[src/rtl/tile_pkg.sv]
`default_nettype none

package tile_pkg;

    // Pixel format
    localparam int PIXEL_W = 8;

    typedef logic [PIXEL_W-1:0] pixel_t;

    // Default geometry, overridden from the top level
    localparam int DEF_CHANNELS = 3;
    localparam int DEF_WIDTH    = 10;
    localparam int DEF_TILE     = 4;
    localparam int DEF_STRIDE   = 2;

    // Bank sequencer
    typedef enum logic [0:0] {
        SEQ_INIT_FILL,
        SEQ_STREAM
    } seq_state_e;

    // Output side, one state per handshake phase
    typedef enum logic [1:0] {
        HS_IDLE,
        HS_REQ,
        HS_WAIT_ACK_LOW
    } hs_state_e;

endpackage

`default_nettype wire

[src/rtl/row_bank_if.sv]
`timescale 1ns/100ps
`default_nettype none

interface row_bank_if import tile_pkg::*; #(
    parameter int CHANNELS = DEF_CHANNELS,
    parameter int WIDTH    = DEF_WIDTH,
    parameter int TILE     = DEF_TILE,
    parameter int STRIDE   = DEF_STRIDE
) ();

    localparam int SLOT_W = $clog2(TILE + STRIDE);
    localparam int ADDR_W = $clog2(CHANNELS * WIDTH);
    localparam int COL_W  = $clog2(WIDTH);
    localparam int ROWS_W = CHANNELS * TILE * TILE * PIXEL_W;

    // Write side
    logic              wr_en;
    logic [SLOT_W-1:0] wr_slot;
    logic [ADDR_W-1:0] wr_addr;
    pixel_t            wr_pixel;

    // Read request, base slot is the oldest row of the band
    logic              rd_en;
    logic [SLOT_W-1:0] rd_base_slot;
    logic [COL_W-1:0]  rd_col;

    // Read return in tile layout
    logic [ROWS_W-1:0] rd_rows;
    logic              rd_valid;

    modport seq (
        output wr_en, wr_slot, wr_addr, wr_pixel,
        output rd_en, rd_base_slot, rd_col
    );

    modport bank (
        input  wr_en, wr_slot, wr_addr, wr_pixel,
        input  rd_en, rd_base_slot, rd_col,
        output rd_rows, rd_valid
    );

endinterface

`default_nettype wire

[src/rtl/row_buffer.sv]
`timescale 1ns/100ps
`default_nettype none

module row_buffer import tile_pkg::*; #(
    parameter int CHANNELS = DEF_CHANNELS,
    parameter int WIDTH    = DEF_WIDTH,
    parameter int TILE     = DEF_TILE
) (
    input  wire logic                                i_clk,
    input  wire logic                                i_rst,
    input  wire logic                                i_wr_en,
    input  wire logic [$clog2(CHANNELS*WIDTH)-1:0]   i_wr_addr,
    input  wire pixel_t                              i_wr_pixel,
    input  wire logic                                i_rd_en,
    input  wire logic [$clog2(WIDTH)-1:0]            i_rd_col,
    output logic      [CHANNELS*TILE*PIXEL_W-1:0]    o_rd_data
);

    localparam int ROW_PIX = CHANNELS * WIDTH;

    // Channels stored back to back, as they arrive
    pixel_t row_mem [ROW_PIX];

    always_ff @(posedge i_clk) begin
        if (i_wr_en) begin
            row_mem[i_wr_addr] <= i_wr_pixel;
        end
    end

    // TILE pixels from every channel section, starting at i_rd_col
    always_ff @(posedge i_clk) begin
        if (i_rd_en) begin
            for (int ch = 0; ch < CHANNELS; ch++) begin
                for (int k = 0; k < TILE; k++) begin
                    o_rd_data[(ch*TILE + k)*PIXEL_W +: PIXEL_W] <=
                        row_mem[ch*WIDTH + int'(i_rd_col) + k];
                end
            end
        end
    end

    // Window must stay inside the row of each channel
    a_rd_in_row: assert property (
        @(posedge i_clk) disable iff (i_rst)
        i_rd_en |-> (int'(i_rd_col) + TILE <= WIDTH)
    ) else $error("row_buffer read window past end of row, col %0d", i_rd_col);

endmodule

`default_nettype wire

[src/rtl/row_bank.sv]
`timescale 1ns/100ps
`default_nettype none

module row_bank import tile_pkg::*; #(
    parameter int CHANNELS = DEF_CHANNELS,
    parameter int WIDTH    = DEF_WIDTH,
    parameter int TILE     = DEF_TILE,
    parameter int STRIDE   = DEF_STRIDE
) (
    input wire logic i_clk,
    input wire logic i_rst,
    row_bank_if.bank bus
);

    localparam int SLOTS    = TILE + STRIDE;
    localparam int SLOT_W   = $clog2(SLOTS);
    localparam int SLICE_W  = CHANNELS * TILE * PIXEL_W;

    typedef logic [SLOT_W-1:0]  slot_t;
    typedef logic [SLICE_W-1:0] slice_t;

    slice_t slot_data [SLOTS];
    slot_t  base_q;

    for (genvar s = 0; s < SLOTS; s++) begin : g_slot
        row_buffer #(
            .CHANNELS (CHANNELS),
            .WIDTH    (WIDTH),
            .TILE     (TILE)
        ) u_row_buffer (
            .i_clk      (i_clk),
            .i_rst      (i_rst),
            .i_wr_en    (bus.wr_en && (bus.wr_slot == slot_t'(s))),
            .i_wr_addr  (bus.wr_addr),
            .i_wr_pixel (bus.wr_pixel),
            .i_rd_en    (bus.rd_en),
            .i_rd_col   (bus.rd_col),
            .o_rd_data  (slot_data[s])
        );
    end

    // Base slot travels with the read so ordering matches the data
    always_ff @(posedge i_clk or posedge i_rst) begin
        if (i_rst) begin
            base_q       <= '0;
            bus.rd_valid <= 1'b0;
        end else begin
            bus.rd_valid <= bus.rd_en;
            if (bus.rd_en) begin
                base_q <= bus.rd_base_slot;
            end
        end
    end

    // Oldest row first, wrapping around the slot ring
    always_comb begin
        int slot;
        for (int r = 0; r < TILE; r++) begin
            slot = int'(base_q) + r;
            if (slot >= SLOTS) begin
                slot = slot - SLOTS;
            end
            for (int ch = 0; ch < CHANNELS; ch++) begin
                for (int k = 0; k < TILE; k++) begin
                    bus.rd_rows[((ch*TILE + r)*TILE + k)*PIXEL_W +: PIXEL_W] =
                        slot_data[slot][(ch*TILE + k)*PIXEL_W +: PIXEL_W];
                end
            end
        end
    end

endmodule

`default_nettype wire

[src/rtl/bank_sequencer.sv]
`timescale 1ns/100ps
`default_nettype none

module bank_sequencer import tile_pkg::*; #(
    parameter int CHANNELS = DEF_CHANNELS,
    parameter int WIDTH    = DEF_WIDTH,
    parameter int TILE     = DEF_TILE,
    parameter int STRIDE   = DEF_STRIDE
) (
    input  wire logic   i_clk,
    input  wire logic   i_rst,
    input  wire logic   i_restart,
    input  wire pixel_t i_pixel,
    input  wire logic   i_pixel_valid,
    output logic        o_pixel_ready,
    input  wire logic   i_free,
    row_bank_if.seq     bus
);

    localparam int SLOTS   = TILE + STRIDE;
    localparam int PHASES  = SLOTS / STRIDE;
    localparam int ROW_PIX = CHANNELS * WIDTH;
    localparam int COL_END = WIDTH - TILE + STRIDE;

    typedef logic [$clog2(SLOTS)-1:0]          slot_t;
    typedef logic [$clog2(PHASES)-1:0]         phase_t;
    typedef logic [$clog2(ROW_PIX)-1:0]        addr_t;
    typedef logic [$clog2(TILE+1)-1:0]         fill_t;
    typedef logic [$clog2(WIDTH+STRIDE)-1:0]   cnt_t;
    typedef logic [$clog2(WIDTH)-1:0]          col_t;

    seq_state_e state_q;
    addr_t      pix_q;
    fill_t      fill_q;
    slot_t      wr_slot_q;
    phase_t     phase_q;
    cnt_t       col_q;

    slot_t      base_slot;
    logic       accept;
    logic       row_end;
    logic       fills_done;
    logic       reads_done;
    logic       advance;
    int         wr_offset;

    // Geometry the column stepping and phase rotation rely on
    if ((WIDTH - TILE) % STRIDE != 0) begin : g_bad_stride
        $error("WIDTH - TILE must be a multiple of STRIDE");
    end
    if (TILE % STRIDE != 0) begin : g_bad_phase
        $error("TILE must be a multiple of STRIDE");
    end

    assign base_slot  = slot_t'(int'(phase_q) * STRIDE);
    assign fills_done = (fill_q == fill_t'(STRIDE));
    assign reads_done = (col_q == cnt_t'(COL_END));
    assign advance    = (state_q == SEQ_STREAM) && fills_done && reads_done;

    // Hold input once the next band's rows are in and the current one is still read
    assign o_pixel_ready = (state_q == SEQ_INIT_FILL) || !fills_done;
    assign accept        = i_pixel_valid && o_pixel_ready;
    assign row_end       = accept && (pix_q == addr_t'(ROW_PIX - 1));

    assign bus.wr_en    = accept;
    assign bus.wr_slot  = wr_slot_q;
    assign bus.wr_addr  = pix_q;
    assign bus.wr_pixel = i_pixel;

    assign bus.rd_en        = (state_q == SEQ_STREAM) && !reads_done && i_free;
    assign bus.rd_base_slot = base_slot;
    assign bus.rd_col       = col_t'(col_q);

    always_ff @(posedge i_clk or posedge i_rst) begin
        if (i_rst) begin
            state_q   <= SEQ_INIT_FILL;
            pix_q     <= '0;
            fill_q    <= '0;
            wr_slot_q <= '0;
            phase_q   <= '0;
            col_q     <= '0;
        end else if (i_restart) begin
            state_q   <= SEQ_INIT_FILL;
            pix_q     <= '0;
            fill_q    <= '0;
            wr_slot_q <= '0;
            phase_q   <= '0;
            col_q     <= '0;
        end else begin
            if (accept) begin
                pix_q <= row_end ? '0 : addr_t'(pix_q + 1'b1);
            end
            if (row_end) begin
                wr_slot_q <= (wr_slot_q == slot_t'(SLOTS - 1)) ? '0 : slot_t'(wr_slot_q + 1'b1);
            end
            if (bus.rd_en) begin
                col_q <= cnt_t'(col_q + STRIDE);
            end

            case (state_q)
                SEQ_INIT_FILL: begin
                    if (row_end) begin
                        if (fill_q == fill_t'(TILE - 1)) begin
                            fill_q  <= '0;
                            state_q <= SEQ_STREAM;
                        end else begin
                            fill_q <= fill_t'(fill_q + 1'b1);
                        end
                    end
                end
                SEQ_STREAM: begin
                    // Band fully read and next rows in, rotate by STRIDE rows
                    if (advance) begin
                        fill_q  <= '0;
                        col_q   <= '0;
                        phase_q <= (phase_q == phase_t'(PHASES - 1)) ?
                                   '0 : phase_t'(phase_q + 1'b1);
                    end else if (row_end) begin
                        fill_q <= fill_t'(fill_q + 1'b1);
                    end
                end
                default: state_q <= SEQ_INIT_FILL;
            endcase
        end
    end

    // Distance of the write slot past the oldest row of the band
    assign wr_offset = (int'(wr_slot_q) + SLOTS - int'(base_slot)) % SLOTS;

    a_wr_outside_band: assert property (
        @(posedge i_clk) disable iff (i_rst)
        (bus.rd_en && bus.wr_en) |-> (wr_offset >= TILE)
    ) else $error("write into slot %0d of the band being read", wr_slot_q);

endmodule

`default_nettype wire

[src/rtl/tile_assembler.sv]
`timescale 1ns/100ps
`default_nettype none

module tile_assembler import tile_pkg::*; #(
    parameter int CHANNELS = DEF_CHANNELS,
    parameter int TILE     = DEF_TILE
) (
    input  wire logic                                   i_clk,
    input  wire logic                                   i_rst,
    input  wire logic                                   i_rd_valid,
    input  wire logic [CHANNELS*TILE*TILE*PIXEL_W-1:0]  i_rd_rows,
    output logic                                        o_free,
    output logic      [CHANNELS*TILE*TILE*PIXEL_W-1:0]  o_tile,
    output logic                                        o_tile_req,
    input  wire logic                                   i_tile_ack
);

    hs_state_e state_q;
    // Next tile already captured while the previous ack is still high
    logic      pending_q;

    always_ff @(posedge i_clk) begin
        if (i_rd_valid) begin
            o_tile <= i_rd_rows;
        end
    end

    always_ff @(posedge i_clk or posedge i_rst) begin
        if (i_rst) begin
            state_q   <= HS_IDLE;
            pending_q <= 1'b0;
        end else begin
            case (state_q)
                HS_IDLE: begin
                    if (i_rd_valid) begin
                        state_q <= HS_REQ;
                    end
                end
                HS_REQ: begin
                    if (i_tile_ack) begin
                        state_q <= HS_WAIT_ACK_LOW;
                    end
                end
                HS_WAIT_ACK_LOW: begin
                    if (!i_tile_ack) begin
                        state_q   <= (pending_q || i_rd_valid) ? HS_REQ : HS_IDLE;
                        pending_q <= 1'b0;
                    end else if (i_rd_valid) begin
                        pending_q <= 1'b1;
                    end
                end
                default: state_q <= HS_IDLE;
            endcase
        end
    end

    assign o_tile_req = (state_q == HS_REQ);

    // Free once the held tile is acked and no read is on its way
    assign o_free = ((state_q == HS_IDLE) || (state_q == HS_WAIT_ACK_LOW)) &&
                    !pending_q && !i_rd_valid;

    a_tile_stable: assert property (
        @(posedge i_clk) disable iff (i_rst)
        (o_tile_req && !i_tile_ack) |=> $stable(o_tile)
    ) else $error("o_tile changed during an open request");

    // Sequencer only reads when free, so a capture never hits a live tile
    a_no_overrun: assert property (
        @(posedge i_clk) disable iff (i_rst)
        i_rd_valid |-> ((state_q != HS_REQ) && !pending_q)
    ) else $error("tile returned while the holding register was busy");

endmodule

`default_nettype wire

[src/rtl/tile_window_unit.sv]
`timescale 1ns/100ps
`default_nettype none

module tile_window_unit import tile_pkg::*; #(
    parameter int CHANNELS = DEF_CHANNELS,
    parameter int WIDTH    = DEF_WIDTH,
    parameter int TILE     = DEF_TILE,
    parameter int STRIDE   = DEF_STRIDE
) (
    input  wire logic                                   i_clk,
    input  wire logic                                   i_rst,
    input  wire logic                                   i_restart,
    input  wire pixel_t                                 i_pixel,
    input  wire logic                                   i_pixel_valid,
    output logic                                        o_pixel_ready,
    output logic      [CHANNELS*TILE*TILE*PIXEL_W-1:0]  o_tile,
    output logic                                        o_tile_req,
    input  wire logic                                   i_tile_ack
);

    logic free;

    row_bank_if #(
        .CHANNELS (CHANNELS),
        .WIDTH    (WIDTH),
        .TILE     (TILE),
        .STRIDE   (STRIDE)
    ) bank_bus ();

    bank_sequencer #(
        .CHANNELS (CHANNELS),
        .WIDTH    (WIDTH),
        .TILE     (TILE),
        .STRIDE   (STRIDE)
    ) u_sequencer (
        .i_clk         (i_clk),
        .i_rst         (i_rst),
        .i_restart     (i_restart),
        .i_pixel       (i_pixel),
        .i_pixel_valid (i_pixel_valid),
        .o_pixel_ready (o_pixel_ready),
        .i_free        (free),
        .bus           (bank_bus.seq)
    );

    row_bank #(
        .CHANNELS (CHANNELS),
        .WIDTH    (WIDTH),
        .TILE     (TILE),
        .STRIDE   (STRIDE)
    ) u_row_bank (
        .i_clk (i_clk),
        .i_rst (i_rst),
        .bus   (bank_bus.bank)
    );

    tile_assembler #(
        .CHANNELS (CHANNELS),
        .TILE     (TILE)
    ) u_assembler (
        .i_clk      (i_clk),
        .i_rst      (i_rst),
        .i_rd_valid (bank_bus.rd_valid),
        .i_rd_rows  (bank_bus.rd_rows),
        .o_free     (free),
        .o_tile     (o_tile),
        .o_tile_req (o_tile_req),
        .i_tile_ack (i_tile_ack)
    );

endmodule

`default_nettype wire

[config.mk]
export PLATFORM = sky130hd
export DESIGN_NAME = tile_window_unit
export DESIGN_NICKNAME = d
export VERILOG_FILES = /design/src/rtl/tile_pkg.sv /design/src/rtl/row_bank_if.sv /design/src/rtl/row_buffer.sv /design/src/rtl/row_bank.sv /design/src/rtl/bank_sequencer.sv /design/src/rtl/tile_assembler.sv /design/src/rtl/tile_window_unit.sv
export SDC_FILE = /design/constraint.sdc
export NUM_CORES = 2
export LEC_CHECK = 0
export BUFFER_PORTS_ARGS = -buffer_cell sky130_fd_sc_hd__buf_2
export CORE_MARGIN = 10
export CORE_UTILIZATION = 35
export DETAILED_ROUTE_END_ITERATION = 6
export PLACE_DENSITY = 0.55
export SYNTH_ARGS = -nofsm -noshare
export SYNTH_HDL_FRONTEND = slang
export SYNTH_SLANG_ARGS = --single-unit
[constraint.sdc]
create_clock -name i_clk -period 21.6 [get_ports i_clk]
set_clock_uncertainty 0.2 [all_clocks]
set_input_delay 3.24 -clock i_clk [delete_from_list [all_inputs] [get_ports i_clk]]
set_output_delay 3.24 -clock i_clk [all_outputs]
set_load 0.01 [all_outputs]
==> impl_metrics.env <==
export IMPL_synth_edf_count=2400
export IMPL_initial_core_util=0.3519
export IMPL_min_path_type="flip-flop to flip-flop"
export IMPL_yosysUniqueCellTypes=53
export IMPL_synth_nets=8665
export IMPL_numClockSinks=2423
export IMPL_min_period_ns=7.039
export IMPL_postSynthRegisterBits=2423
export IMPL_startpoint="u_sequencer.bus.rd_col[1]$_DFF_PP0_"
export IMPL_post_drt_wl_per_cell_microns=34.28
export IMPL_period_share=0.3259
export IMPL_yosys_area_top_type="edfxtp_1"
export IMPL_cts_root_buf="clkbuf_16"
export IMPL_end_kind="flip-flop"
export IMPL_leakage_nw=46.48
export IMPL_path_clk_slew_ns=0.06
export IMPL_cp_required_ns=22.04
export IMPL_grt_max_degree=163
export IMPL_fin_total_pwr_mw=10.06
export IMPL_firstDrtPassIters=6
export IMPL_slew_headroom=0.03971
export IMPL_dp_hpwl_microns=313300
export IMPL_cts_hold_buf=0
export IMPL_synthCells=8630
export IMPL_max_freq_mhz=142.1
export IMPL_ctsHtreeMaxLevel=5
export IMPL_syn_mean_instance_area_sq_um=15.74
export IMPL_max_cap_violations=0
export IMPL_port_buffers=398
export IMPL_ys_flop_type="edfxtp_1"
export IMPL_vias=89230
export IMPL_clock_latency_ns=0.92
export IMPL_peakVddDrop_mv=0.06411
export IMPL_yosysSeqAreaShare=0.5348
export IMPL_holdCritStartpoint="u_assembler.state_q[1]$_DFFE_PP0P_"
export IMPL_route_detailed_drc=0
export IMPL_regToRegStartpoint="u_sequencer.bus.rd_col[1]$_DFF_PP0_"
export IMPL_ant_nets=0
export IMPL_gp_congestion=0.8760
export IMPL_rsz0062_at_grt="false"
export IMPL_grt_pass1_vias=86090
export IMPL_tns_ns=0
export IMPL_ctsResizeCount=0
export IMPL_yosysTopAreaCellShare=0.5306
export IMPL_grt_pass1_wl_microns=676200
export IMPL_cp_max_fo=155
export IMPL_fp_dieArea_sq_um=413400
export IMPL_hold_violations=0
export IMPL_fin_nets=8811
export IMPL_track_usage=0.2256
export IMPL_avgViaCountPerCell=6.291
export IMPL_outcome="complete, no violations"
export IMPL_ys_warn_count=0
export IMPL_worstPathArrival_ns=7.48
export IMPL_drive_gt1_frac=0.3159
export IMPL_dieHeight_microns=643.0
export IMPL_tightest_slew_ns=1.435
export IMPL_ys_async_sr_fraction=0.009492
export IMPL_slew_viol_final=0
export IMPL_path_class="flip-flop to flip-flop"
export IMPL_cp_start_kind="flip-flop"
export IMPL_overflow=0
export IMPL_ios=399
export IMPL_p_per_area_nw_per_um2=65.93
export IMPL_cts_tree="done"
export IMPL_die_width_microns=643.0
export IMPL_routed_wl_microns=486200
export IMPL_netlist_top_cells_area="edfxtp_1 (53%), mux4_2 (27%), mux2i_1 (5.2%), nand2_1 (2.6%), nor2_1 (1.2%)"
export IMPL_setup_viol=0
export IMPL_syn_cell_area_sq_um=135800
export IMPL_drtIter0Drc=12210
export IMPL_area_delta_synth_final_pct=12.31
export IMPL_cts_setup_buffers=0
export IMPL_antenna_found_initial=13
export IMPL_fp_coreArea_sq_um=386000
export IMPL_cts_buffers=276
export IMPL_max_clock_path_buffers=4
export IMPL_row_count=228
export IMPL_n_fill_cell=34910
placed cells by master (no fill, tap or decap), drive strengths merged, types with 23 or more instances in the layout:
master | netlist | routed
a211oi | 180 | 180
a21o | 39 | 39
a21oi | 181 | 181
a31oi | 128 | 128
and2 | 50 | 50
buf | 391 | 665
bufinv | 0 | 32
clkbuf | 406 | 331
clkinv | 0 | 107
dfrtp | 23 | 23
edfxtp | 2400 | 2400
inv | 47 | 62
mux2 | 55 | 55
mux2i | 706 | 706
mux4 | 1635 | 1635
nand2 | 940 | 940
nand2b | 49 | 49
nand3 | 24 | 24
nor2 | 452 | 452
nor2b | 163 | 163
nor3 | 56 | 56
o211ai | 67 | 67
o21a | 47 | 47
o21ai | 325 | 325
o22ai | 190 | 190
registers in the layout (all words and copies together), names as in the netlist:
name                                      flops
u_row_bank.g_slot.u_row_buffer.row_mem     1440
u_row_bank.g_slot.u_row_buffer.o_rd_data    576
u_assembler.o_tile                          384
u_sequencer.bus.wr_addr                       5
u_sequencer.bus.rd_col                        3
u_sequencer.bus.wr_slot                       3
u_sequencer.fill_q                            3
u_assembler.state_q                           2
u_row_bank.base_q                             2
u_sequencer.phase_q                           2
u_assembler.pending_q                         1
u_row_bank.bus.rd_valid                       1
u_sequencer.state_q                           1
per-stage QoR:
stage / hold WS (ns) / utilization / setup WS (ns) / cell area [sq um] / instances
final: 0.3178 / 0.3952 / 14.56 / 152500 / 14180
after floorplan: 0.2779 / - / 1.574 / 135800 / 8630
after global placement: 0.2871 / 0.3714 / 14.55 / 143400 / 13670
after detailed placement: 0.3102 / 0.3715 / 14.43 / 143400 / 13670
after CTS: 0.3203 / 0.3952 / 14.43 / 152500 / 14180
after global routing: 0.3620 / 0.3952 / 13.82 / 152500 / 14180
layer usage:
metal  global-route usage  part of all wire  up-vias  wire length (microns)
li1                     -                 -    35800                      -
met1               0.2818              0.36    46750                 177300
met2               0.3678              0.48     5484                 231500
met3              0.03980             0.085     1182                  41450
met4               0.1346             0.074        8                  35920
met5                    0          0.000095        -                     46
Yosys cell counts (5+ instances only):
library cell,number
a211oi_1,180
a21o_1,39
a21oi_1,181
a31oi_1,128
and2_0,5
and2_1,45
buf_1,86
buf_2,281
buf_4,21
clkbuf_1,406
dfrtp_1,23
edfxtp_1,2400
ha_1,22
inv_1,44
mux2_2,55
mux2i_1,706
mux4_2,1633
nand2_1,940
nand2b_1,49
nand3_1,24
nor2_1,452
nor2b_1,163
nor3_1,56
o211ai_1,67
o21a_1,47
o21ai_0,325
o22ai_1,190
o31a_1,7
o31ai_1,9
xnor2_1,5
power breakdown:
group	internal, mW	switching [mW]	total [mW]
registers	5.14	0.00585	5.15
logic	0.0123	0.0683	0.0807
clock network	2.80	2.03	4.83
total	7.95	2.10	10.1
final cells by class:
cell class                 instances  area [sq um]  area share
sequential                      2423         72660      0.4763
multi-input combinational       5363         59890      0.3926
clock buffer                     331          7259     0.04759
tap                             5175          6475     0.04245
timing repair buffer             665          4187     0.02744
clock inverter                   171          1859     0.01219
inverter                          47         191.4    0.001255
antenna                            8         20.02   0.0001312
critical path: stages (launching register included):
cell and delay (ns):
dfrtp_4 0.99, buf_12 0.77, buf_4 0.80, buf_4 0.85
buf_4 0.92, buf_4 0.86, mux4_2 0.63, mux4_2 0.47
path summary, 6_finish.rpt:
check / end / cells past startpoint / slack, ns
max: u_row_bank.g_slot[5].u_row_buffer.o_rd_data[20]$_DFFE_PP_ / 7 / 14.56
min: u_assembler.pending_q$_DFFE_PP0P_ / 1 / 0.32
max reg2reg: u_row_bank.g_slot[5].u_row_buffer.o_rd_data[20]$_DFFE_PP_ / 7 / 14.56
min reg2reg: u_assembler.pending_q$_DFFE_PP0P_ / 1 / 0.32
max in group asynchronous: u_sequencer.bus.rd_col[2]$_DFF_PP0_ / 2 / 18.07
min in group asynchronous: u_sequencer.state_q$_DFF_PP0_ / 2 / 2.39
logic make-up (layout without fill, tap and decap cells):
| group | Yosys count | count (layout) | synth area share |
|---|---|---|---|
| compound gates | 1182 | 1182 | 0.05320 |
| xor+xnor | 12 | 12 | 0.001151 |
| fa+ha+maj | 22 | 22 | 0.002027 |
| buf+inv | 844 | 1214 | 0.02666 |
| flops | 2423 | 2423 | 0.5348 |
| mux | 2396 | 2396 | 0.3277 |
| other cells | 0 | 8 | 0 |
| simple gates | 1751 | 1751 | 0.05438 |
Note: power is estimated with default switching activity, not from simulation.
